$ cat config.mk
export PLATFORM = sky130hd
export DESIGN_NAME = spike_gen_array
export DESIGN_NICKNAME = d
export VERILOG_FILES = /design/src/rtl/spike_gen_pkg.sv /design/src/rtl/gen_state_mem.sv /design/src/rtl/gen_tick_update.sv /design/src/rtl/spike_out_reg.sv /design/src/rtl/spike_sweep_ctrl.sv /design/src/rtl/spike_gen_array.sv
export SDC_FILE = /design/constraint.sdc
export NUM_CORES = 1
export LEC_CHECK = 0
export BUFFER_PORTS_ARGS = -buffer_cell sky130_fd_sc_hd__buf_2
export CORE_MARGIN = 10
export CORE_UTILIZATION = 40
export CTS_BUF_LIST = sky130_fd_sc_hd__clkbuf_4 sky130_fd_sc_hd__clkbuf_8 sky130_fd_sc_hd__clkbuf_16
export DETAILED_ROUTE_END_ITERATION = 16
export RECOVER_POWER = 25
export SYNTH_ARGS = -nofsm -noshare
export SYNTH_HDL_FRONTEND = slang
export SYNTH_SLANG_ARGS = --single-unit
$ cat constraint.sdc
create_clock -name clk -period 4.15 [get_ports clk]
set_clock_uncertainty 0.1 [all_clocks]
set_input_delay 0.415 -clock clk [delete_from_list [all_inputs] [get_ports clk]]
set_output_delay 0.415 -clock clk [all_outputs]
set_load 0.01 [all_outputs]
$ cat src/rtl/spike_gen_pkg.sv
package spike_gen_pkg;

  // number of generators in the array
  localparam int n_gens = 8;

  // generator index width to address n_gens entries
  localparam int n_gen_idx = 3;

  // period and countdown width in time units
  localparam int n_period = 16;

  // destination tag width
  localparam int n_tag = 11;

  // per-generator spike count that wraps at the top
  localparam int n_ct = 10;

  // sweep controller states
  //   idle        waiting for a unit pulse or a programming request
  //   prog_write  writing a programmed entry, prog_a follows
  //   read        entry at the sweep index is being captured
  //   update      next countdown and count are written back
  //   emit_wait   spike ready but the output register is still full
  //   next        advance the index or close the sweep
  typedef enum logic [2:0] {
    idle       = 3'd0,
    prog_write = 3'd1,
    read       = 3'd2,
    update     = 3'd3,
    emit_wait  = 3'd4,
    next       = 3'd5
  } sweep_state_e;

endpackage

$ cat src/rtl/gen_state_mem.sv
`timescale 1ns/1ns

module gen_state_mem (
  input  logic                                clk,
  input  logic                                rst_n,
  input  logic [spike_gen_pkg::n_gen_idx-1:0] rd_idx,
  input  logic                                we,
  input  logic [spike_gen_pkg::n_gen_idx-1:0] wr_idx,
  input  logic                                wr_from_prog,
  input  logic [spike_gen_pkg::n_period-1:0]  prog_period,
  input  logic [spike_gen_pkg::n_period-1:0]  prog_ticks,
  input  logic [spike_gen_pkg::n_tag-1:0]     prog_tag,
  input  logic [spike_gen_pkg::n_period-1:0]  next_ticks,
  input  logic [spike_gen_pkg::n_ct-1:0]      next_ct,
  output logic [spike_gen_pkg::n_period-1:0]  rd_period,
  output logic [spike_gen_pkg::n_period-1:0]  rd_ticks,
  output logic [spike_gen_pkg::n_tag-1:0]     rd_tag,
  output logic [spike_gen_pkg::n_ct-1:0]      rd_ct,
  output logic                                rd_valid
);

  logic [spike_gen_pkg::n_period-1:0] period_r [spike_gen_pkg::n_gens];
  logic [spike_gen_pkg::n_period-1:0] ticks_r  [spike_gen_pkg::n_gens];
  logic [spike_gen_pkg::n_tag-1:0]    tag_r    [spike_gen_pkg::n_gens];
  logic [spike_gen_pkg::n_ct-1:0]     ct_r     [spike_gen_pkg::n_gens];
  logic [spike_gen_pkg::n_gens-1:0]   valid_r;

  // programmed flags
  always_ff @(posedge clk) begin
    if (!rst_n) begin
      valid_r <= '0;
    end else if (we && wr_from_prog) begin
      valid_r[wr_idx] <= 1'b1;
    end
  end

  always_ff @(posedge clk) begin
    if (we) begin
      if (wr_from_prog) begin
        period_r[wr_idx] <= prog_period;
        ticks_r[wr_idx]  <= prog_ticks;
        tag_r[wr_idx]    <= prog_tag;
        ct_r[wr_idx]     <= '0;
      end else begin
        // sweep write-back leaves period and tag alone
        ticks_r[wr_idx] <= next_ticks;
        ct_r[wr_idx]    <= next_ct;
      end
    end
  end

  assign rd_period = period_r[rd_idx];
  assign rd_ticks  = ticks_r[rd_idx];
  assign rd_tag    = tag_r[rd_idx];
  assign rd_ct     = ct_r[rd_idx];
  assign rd_valid  = valid_r[rd_idx];

endmodule

$ cat src/rtl/gen_tick_update.sv
`timescale 1ns/1ns

module gen_tick_update (
  input  logic                               clk,
  input  logic                               rst_n,
  input  logic [spike_gen_pkg::n_period-1:0] period,
  input  logic [spike_gen_pkg::n_period-1:0] ticks,
  input  logic [spike_gen_pkg::n_ct-1:0]     ct,
  input  logic                               en,
  output logic                               fire,
  output logic [spike_gen_pkg::n_period-1:0] next_ticks,
  output logic [spike_gen_pkg::n_ct-1:0]     next_ct
);

  logic [spike_gen_pkg::n_period-1:0] period_q;
  logic [spike_gen_pkg::n_period-1:0] ticks_q;
  logic [spike_gen_pkg::n_ct-1:0]     ct_q;
  logic [spike_gen_pkg::n_period-1:0] period_eff;

  // entry captured during read for the update step
  always_ff @(posedge clk) begin
    if (!rst_n) begin
      period_q <= '0;
      ticks_q  <= '0;
      ct_q     <= '0;
    end else begin
      period_q <= period;
      ticks_q  <= ticks;
      ct_q     <= ct;
    end
  end

  // a period of 0 runs as a period of 1
  assign period_eff = (period_q == '0) ? spike_gen_pkg::n_period'(1) : period_q;

  assign fire = (ticks_q == '0);

  assign next_ticks = fire ? period_eff - 1'b1 : ticks_q - 1'b1;

  // count wraps naturally at n_ct bits
  assign next_ct = (fire && en) ? ct_q + 1'b1 : ct_q;

endmodule

$ cat src/rtl/spike_out_reg.sv
`timescale 1ns/1ns

module spike_out_reg (
  input  logic                           clk,
  input  logic                           rst_n,
  input  logic                           load,
  input  logic [spike_gen_pkg::n_tag-1:0] tag,
  input  logic [spike_gen_pkg::n_ct-1:0]  ct,
  input  logic                           out_a,
  output logic                           out_v,
  output logic [spike_gen_pkg::n_tag-1:0] out_tag,
  output logic [spike_gen_pkg::n_ct-1:0]  out_ct,
  output logic                           busy
);

  // load wins over a transfer in the same cycle
  always_ff @(posedge clk) begin
    if (!rst_n) begin
      out_v <= 1'b0;
    end else if (load) begin
      out_v <= 1'b1;
    end else if (out_a) begin
      out_v <= 1'b0;
    end
  end

  // spike word stays put while out_v is high
  always_ff @(posedge clk) begin
    if (load) begin
      out_tag <= tag;
      out_ct  <= ct;
    end
  end

  // controller only loads into an empty register
  assign busy = out_v;

endmodule

$ cat src/rtl/spike_sweep_ctrl.sv
`timescale 1ns/1ns

module spike_sweep_ctrl (
  input  logic                                clk,
  input  logic                                rst_n,
  input  logic                                unit_pulse,
  input  logic [spike_gen_pkg::n_gen_idx:0]   gens_used,
  input  logic [spike_gen_pkg::n_gens-1:0]    gens_en,
  input  logic                                prog_v,
  input  logic [spike_gen_pkg::n_gen_idx-1:0] prog_gen_idx,
  input  logic                                fire,
  input  logic                                out_busy,
  input  logic                                entry_valid,
  output logic                                prog_a,
  output logic [spike_gen_pkg::n_gen_idx-1:0] mem_rd_idx,
  output logic                                mem_we,
  output logic [spike_gen_pkg::n_gen_idx-1:0] mem_wr_idx,
  output logic                                wr_from_prog,
  output logic                                out_load
);

  spike_gen_pkg::sweep_state_e state;

  logic [spike_gen_pkg::n_gen_idx-1:0] idx;
  logic [spike_gen_pkg::n_gen_idx:0]   used_q;
  logic [spike_gen_pkg::n_gen_idx:0]   used_clamped;
  logic [spike_gen_pkg::n_gens-1:0]    en_q;
  logic                                pending;
  logic                                prog_armed;
  logic                                start;
  logic                                emit;
  logic                                last_gen;

  // gens_used is 4 bits wide but only n_gens entries exist
  assign used_clamped = (gens_used > spike_gen_pkg::n_gens) ?
                        (spike_gen_pkg::n_gen_idx + 1)'(spike_gen_pkg::n_gens) :
                        gens_used;

  assign start    = unit_pulse || pending;
  assign emit     = fire && en_q[idx];
  assign last_gen = ({1'b0, idx} + 1'b1) >= used_q;

  assign mem_rd_idx   = idx;
  assign wr_from_prog = (state == spike_gen_pkg::prog_write);
  assign mem_wr_idx   = wr_from_prog ? prog_gen_idx : idx;

  // write-back and spike load happen in the same cycle
  always_comb begin
    mem_we   = 1'b0;
    out_load = 1'b0;
    case (state)
      spike_gen_pkg::prog_write: begin
        mem_we = 1'b1;
      end
      spike_gen_pkg::update: begin
        // hold the entry untouched while a spike waits for room
        if (!(emit && out_busy)) begin
          mem_we   = 1'b1;
          out_load = emit;
        end
      end
      spike_gen_pkg::emit_wait: begin
        if (!out_busy) begin
          mem_we   = 1'b1;
          out_load = 1'b1;
        end
      end
      default: begin
        mem_we = 1'b0;
      end
    endcase
  end

  always_ff @(posedge clk) begin
    if (!rst_n) begin
      state      <= spike_gen_pkg::idle;
      idx        <= '0;
      used_q     <= '0;
      en_q       <= '0;
      pending    <= 1'b0;
      prog_armed <= 1'b1;
      prog_a     <= 1'b0;
    end else begin
      // prog_a lands one cycle after the write
      prog_a <= wr_from_prog;
      if (!prog_v) begin
        prog_armed <= 1'b1;
      end
      // one-deep memory for a pulse that lands mid-sweep
      if (unit_pulse && state != spike_gen_pkg::idle) begin
        pending <= 1'b1;
      end
      case (state)
        spike_gen_pkg::idle: begin
          if (start) begin
            pending <= 1'b0;
            used_q  <= used_clamped;
            en_q    <= gens_en;
            idx     <= '0;
            if (used_clamped != '0) begin
              state <= spike_gen_pkg::read;
            end
          end else if (prog_v && prog_armed) begin
            prog_armed <= 1'b0;
            state      <= spike_gen_pkg::prog_write;
          end
        end
        spike_gen_pkg::prog_write: begin
          state <= spike_gen_pkg::idle;
        end
        spike_gen_pkg::read: begin
          // unprogrammed entries are skipped
          state <= entry_valid ? spike_gen_pkg::update : spike_gen_pkg::next;
        end
        spike_gen_pkg::update: begin
          state <= (emit && out_busy) ? spike_gen_pkg::emit_wait : spike_gen_pkg::next;
        end
        spike_gen_pkg::emit_wait: begin
          if (!out_busy) begin
            state <= spike_gen_pkg::next;
          end
        end
        spike_gen_pkg::next: begin
          if (last_gen) begin
            state <= spike_gen_pkg::idle;
          end else begin
            idx   <= idx + 1'b1;
            state <= spike_gen_pkg::read;
          end
        end
        default: begin
          state <= spike_gen_pkg::idle;
        end
      endcase
    end
  end

endmodule

$ cat src/rtl/spike_gen_array.sv
`timescale 1ns/1ns

module spike_gen_array (
  input  logic                                clk,
  input  logic                                rst_n,
  input  logic                                unit_pulse,
  input  logic [spike_gen_pkg::n_gen_idx:0]   gens_used,
  input  logic [spike_gen_pkg::n_gens-1:0]    gens_en,
  input  logic                                prog_v,
  input  logic [spike_gen_pkg::n_gen_idx-1:0] prog_gen_idx,
  input  logic [spike_gen_pkg::n_period-1:0]  prog_period,
  input  logic [spike_gen_pkg::n_period-1:0]  prog_ticks,
  input  logic [spike_gen_pkg::n_tag-1:0]     prog_tag,
  output logic                                prog_a,
  output logic                                out_v,
  output logic [spike_gen_pkg::n_tag-1:0]     out_tag,
  output logic [spike_gen_pkg::n_ct-1:0]      out_ct,
  input  logic                                out_a
);

  logic [spike_gen_pkg::n_gen_idx-1:0] mem_rd_idx;
  logic [spike_gen_pkg::n_gen_idx-1:0] mem_wr_idx;
  logic                                mem_we;
  logic                                wr_from_prog;
  logic                                out_load;
  logic                                out_busy;
  logic                                fire;
  logic                                rd_valid;
  logic [spike_gen_pkg::n_period-1:0]  rd_period;
  logic [spike_gen_pkg::n_period-1:0]  rd_ticks;
  logic [spike_gen_pkg::n_tag-1:0]     rd_tag;
  logic [spike_gen_pkg::n_ct-1:0]      rd_ct;
  logic [spike_gen_pkg::n_period-1:0]  next_ticks;
  logic [spike_gen_pkg::n_ct-1:0]      next_ct;

  spike_sweep_ctrl u_ctrl (
    .clk          (clk),
    .rst_n        (rst_n),
    .unit_pulse   (unit_pulse),
    .gens_used    (gens_used),
    .gens_en      (gens_en),
    .prog_v       (prog_v),
    .prog_gen_idx (prog_gen_idx),
    .fire         (fire),
    .out_busy     (out_busy),
    .entry_valid  (rd_valid),
    .prog_a       (prog_a),
    .mem_rd_idx   (mem_rd_idx),
    .mem_we       (mem_we),
    .mem_wr_idx   (mem_wr_idx),
    .wr_from_prog (wr_from_prog),
    .out_load     (out_load)
  );

  gen_state_mem u_mem (
    .clk          (clk),
    .rst_n        (rst_n),
    .rd_idx       (mem_rd_idx),
    .we           (mem_we),
    .wr_idx       (mem_wr_idx),
    .wr_from_prog (wr_from_prog),
    .prog_period  (prog_period),
    .prog_ticks   (prog_ticks),
    .prog_tag     (prog_tag),
    .next_ticks   (next_ticks),
    .next_ct      (next_ct),
    .rd_period    (rd_period),
    .rd_ticks     (rd_ticks),
    .rd_tag       (rd_tag),
    .rd_ct        (rd_ct),
    .rd_valid     (rd_valid)
  );

  // count only moves together with an emitted spike, so the load strobe
  // doubles as the enable of the increment
  gen_tick_update u_tick (
    .clk        (clk),
    .rst_n      (rst_n),
    .period     (rd_period),
    .ticks      (rd_ticks),
    .ct         (rd_ct),
    .en         (out_load),
    .fire       (fire),
    .next_ticks (next_ticks),
    .next_ct    (next_ct)
  );

  // spike word is taken before the write-back, so it carries the old count
  spike_out_reg u_out (
    .clk     (clk),
    .rst_n   (rst_n),
    .load    (out_load),
    .tag     (rd_tag),
    .ct      (rd_ct),
    .out_a   (out_a),
    .out_v   (out_v),
    .out_tag (out_tag),
    .out_ct  (out_ct),
    .busy    (out_busy)
  );

endmodule

==> results.py <==
metrics = {
    "synth": {
        "synth_nets": 1241,
        "avgSynthCellArea_um2": 17.3,
        "async_reset_ff_frac": 0,
        "ys.warnings.count": 0,
        "synthCells": 1171,
        "ys_types": 59,
        "ys.flop_type": "edfxtp_1",
        "ys_seq_area_frac": 0.735,
        "synth_edf_count": 445,
        "syn_area_um2": 20200,
        "ys_seq_elements": 520,
    },
    "clock_tree": {
        "cts_made_buffers": 52,
        "clk_path_buf_depth": 3,
        "cts_tree": "yes",
        "root_buffer": "clkbuf_16",
        "postCtsHoldBufs": 41,
        "ctsResizeCount": 0,
        "clkLatencyLatePin_ps": 590,
        "cts_setup_buffers": 0,
        "htreeDepth": 2,
        "cts.sinks": 520,
        "cts.clk_slew.worst_paths_ps": 60,
    },
    "placed_design": {
        "gp_congestion": 0.867,
        "hpwl_mm": 25.6,
        "io_buffers": 85,
    },
    "layout": {
        "nFillCells": 4335,
        "drive_above_1_share": 0.220,
        "area_growth_pct": 17.0,
        "multi_input_area_um2": 5160,
        "regArea_um2": 14900,
        "insertedDiodeCount": 0,
        "nets": 1393,
    },
    "timing": {
        "period_minus_slack_ps": 3700,
        "timing.final.crit_share": 0.893,
        "timing.hold.ws_ps": 72.0,
        "tightest_slew_ps": 3070,
        "max_slew_margin": -1.05,
        "final.setup.tns_ps": 0,
        "grt_setup_unrepaired": "no",
        "hold_viol": 0,
        "fmax_mhz": 270,
        "drv_slew": 53,
        "setup-violations-final": 0,
    },
    "floorplanning": {
        "fp.coreArea_um2": 50100,
        "initial_utilization": 0.404,
        "num_io_pins": 86,
        "die_y_um": 245,
        "die_w_um": 245,
        "rows": 82,
        "dieArea_um2": 59900,
    },
    "grt": {
        "grt_pass1_vias": 11400,
        "grt_pass1_wl_mm": 68.6,
        "grt-ovfl-total": 0,
        "grt_max_degree": 96,
        "grt_usage": 0.149,
        "antenna_found_initial": 3,
    },
    "setup_path": {
        "crit_top_cell": "or4_1",
        "path_buf_inv": 0,
        "crit_family": "simple AND/OR/NAND/NOR gates",
        "path_max_fanout": 8,
        "cp-start-kind": "flop",
        "end_kind": "flop",
        "cp_slowest_cell": "or4_1",
        "worstPathArrival_ps": 3890,
        "critPathRequiredTime_ps": 4340,
        "path_class": "flop to flop",
        "regToRegSetupSlack_ps": 450,
        "max_stage_delay_ps": 590,
        "path_cells": "or4_1 > or4_1 > o21bai_1 > a21oi_1 > ha_1 > nand2b_1 > nor3_4 > o211ai_1 > a2111oi_0 > xor2_1 > o21ai_0",
    },
    "power_and_ir_drop": {
        "power.density_nw_per_um2": 512,
        "p_leak_nw": 7.59,
        "ir_drop_v": 0.000310,
    },
    "detailed_routing": {
        "drt_pass1_iterations": 4,
        "via_count": 10800,
        "drt_iter0_markers": 794,
        "finalWirelength_mm": 44.6,
        "wl_per_cell_um": 21.9,
        "ant_nets": 0,
        "drc": 0,
        "viasPerCell": 5.30,
    },
    "run": {
        "cap_violations": 1,
    },
    "run_status": {
        "violations": "capacitance limit, slew limit",
        "status": "complete, but fails checks",
    },
    "worst_hold_path": {
        "hp-class": "input pin to flop",
    },
}
-- worst paths after layout --
check                                    startpoint                    to  cells after the start
worst min-delay path                          out_a            u_out.busy                      3
worst max-delay path            u_tick.period_q[11]  u_mem.ticks_r[6][12]                     11
worst min register to register       u_ctrl.en_q[2]        u_ctrl.en_q[2]                      2
worst max register to register  u_tick.period_q[11]  u_mem.ticks_r[6][12]                     11
-- registers in the layout, summed over array words and instances, names as in the netlist, named ones only --
register / cells
u_ctrl.pending: 1
u_tick.period_q: 16
u_tick.ticks_q: 16
u_mem.ct_r: 80
u_ctrl.en_q: 8
u_ctrl.prog_a: 1
u_mem.period_r: 128
u_ctrl.prog_armed: 1
u_mem.ticks_r: 128
u_mem.tag_r: 88
u_tick.ct_q: 10
u_out.busy: 1
u_out.out_ct: 10
u_mem.valid_r: 8
u_ctrl.state: 3
u_ctrl.mem_rd_idx: 3
u_out.out_tag: 11
u_ctrl.used_q: 4
-- cells in the final DEF (no fill, tap or decap), drive strengths merged, types with 9 or more instances in the layout --
| cell type | instances |
|---|---|
| buf | 64 |
| a21oi | 66 |
| clkbuf | 119 |
| clkinv | 22 |
| inv | 10 |
| mux2 | 11 |
| a31oi | 9 |
| mux4 | 108 |
| nor2 | 47 |
| nor3 | 15 |
| mux2i | 10 |
| nor4 | 9 |
| and2 | 15 |
| a211oi | 9 |
| nand2 | 159 |
| nand3 | 9 |
| edfxtp | 445 |
| dlygate4sd3 | 41 |
| o21ai | 20 |
| dfxtp | 75 |
-- through the flow --
step | area, µm² | utilization | setup WS, ps | power (mW) | std cells
CTS | 23700 | 0.474 | 418 | 12.2 | 2038
global placement | 21600 | 0.431 | 599 | 7.54 | 1900
detailed placement | 21600 | 0.431 | 424 | 7.57 | 1900
floorplan | 20200 | - | 584 | 7.08 | 1171
global route | 23600 | 0.472 | 159 | 12.6 | 2038
finish | 23600 | 0.472 | 445 | 12.1 | 2038
-- report_power, final --
group	internal (mW)	switching, mW	total (mW)	leakage, nW
logic	0.422	0.777	1.20	2.05
registers	6.13	0.143	6.27	4.69
clock network	2.69	1.95	4.64	0.848
total	9.24	2.87	12.1	7.59
-- layout make-up --
| class | instances | share of cell area |
|---|---|---|
| Clock inverter | 29 | 0.00878 |
| Timing Repair Buffer | 156 | 0.0431 |
| Clock buffer | 68 | 0.0639 |
| Sequential cell | 520 | 0.629 |
| Tap cell | 672 | 0.0356 |
| Multi-Input combinational cell | 584 | 0.218 |
| Inverter | 9 | 0.00143 |
-- logic make-up (layout without fill, tap and decap cells) --
family	count (synthesis)	count (layout)	share of synthesized area
multiplexers	129	129	0.131
XOR/XNOR	12	12	0.00520
adder cells (fa/ha/maj)	7	7	0.00433
AND/OR/NAND/NOR	297	297	0.0688
flip-flops	520	520	0.735
buffers and inverters	67	262	0.0131
AO/OA/AOI/OAI	139	139	0.0421
-- metal layers --
| layer | global-route usage | part of all wire | vias to the layer above |
|---|---|---|---|
| li1 | - | - | 4912 |
| met4 | 0.0396 | 0.018 | 6 |
| met3 | 0.0313 | 0.051 | 71 |
| met1 | 0.196 | 0.45 | 5586 |
| met2 | 0.248 | 0.48 | 227 |
| met5 | 0 | 0.0011 | - |
-- synth_stat cells (8+ instances only) --
library cell  instances  share of area
a211oi_1              9         0.0033
a21oi_1              66          0.016
a31oi_1               9         0.0028
and2_1               15         0.0046
buf_1                14         0.0026
clkbuf_1             38         0.0071
dfxtp_1              75          0.074
edfxtp_1            445           0.66
mux2_2               11         0.0061
mux2i_1              10         0.0050
mux4_2              108           0.12
nand2_1             159          0.030
nand3_1               9         0.0022
nor2_1               47         0.0087
nor3_1               14         0.0035
nor4_1                8         0.0025
o21ai_0              20         0.0050
xor2_1                8         0.0035
-- worst register-to-register path, stage by stage (launching register included) --
cell	delay, ps
dfxtp_1	340
or4_1	590
or4_1	550
o21bai_1	160
a21oi_1	120
ha_1	220
nand2b_1	200
nor3_4	80
o211ai_1	160
a2111oi_0	130
xor2_1	180
o21ai_0	580
No activity file was read; power rests on OpenSTA's default activity.
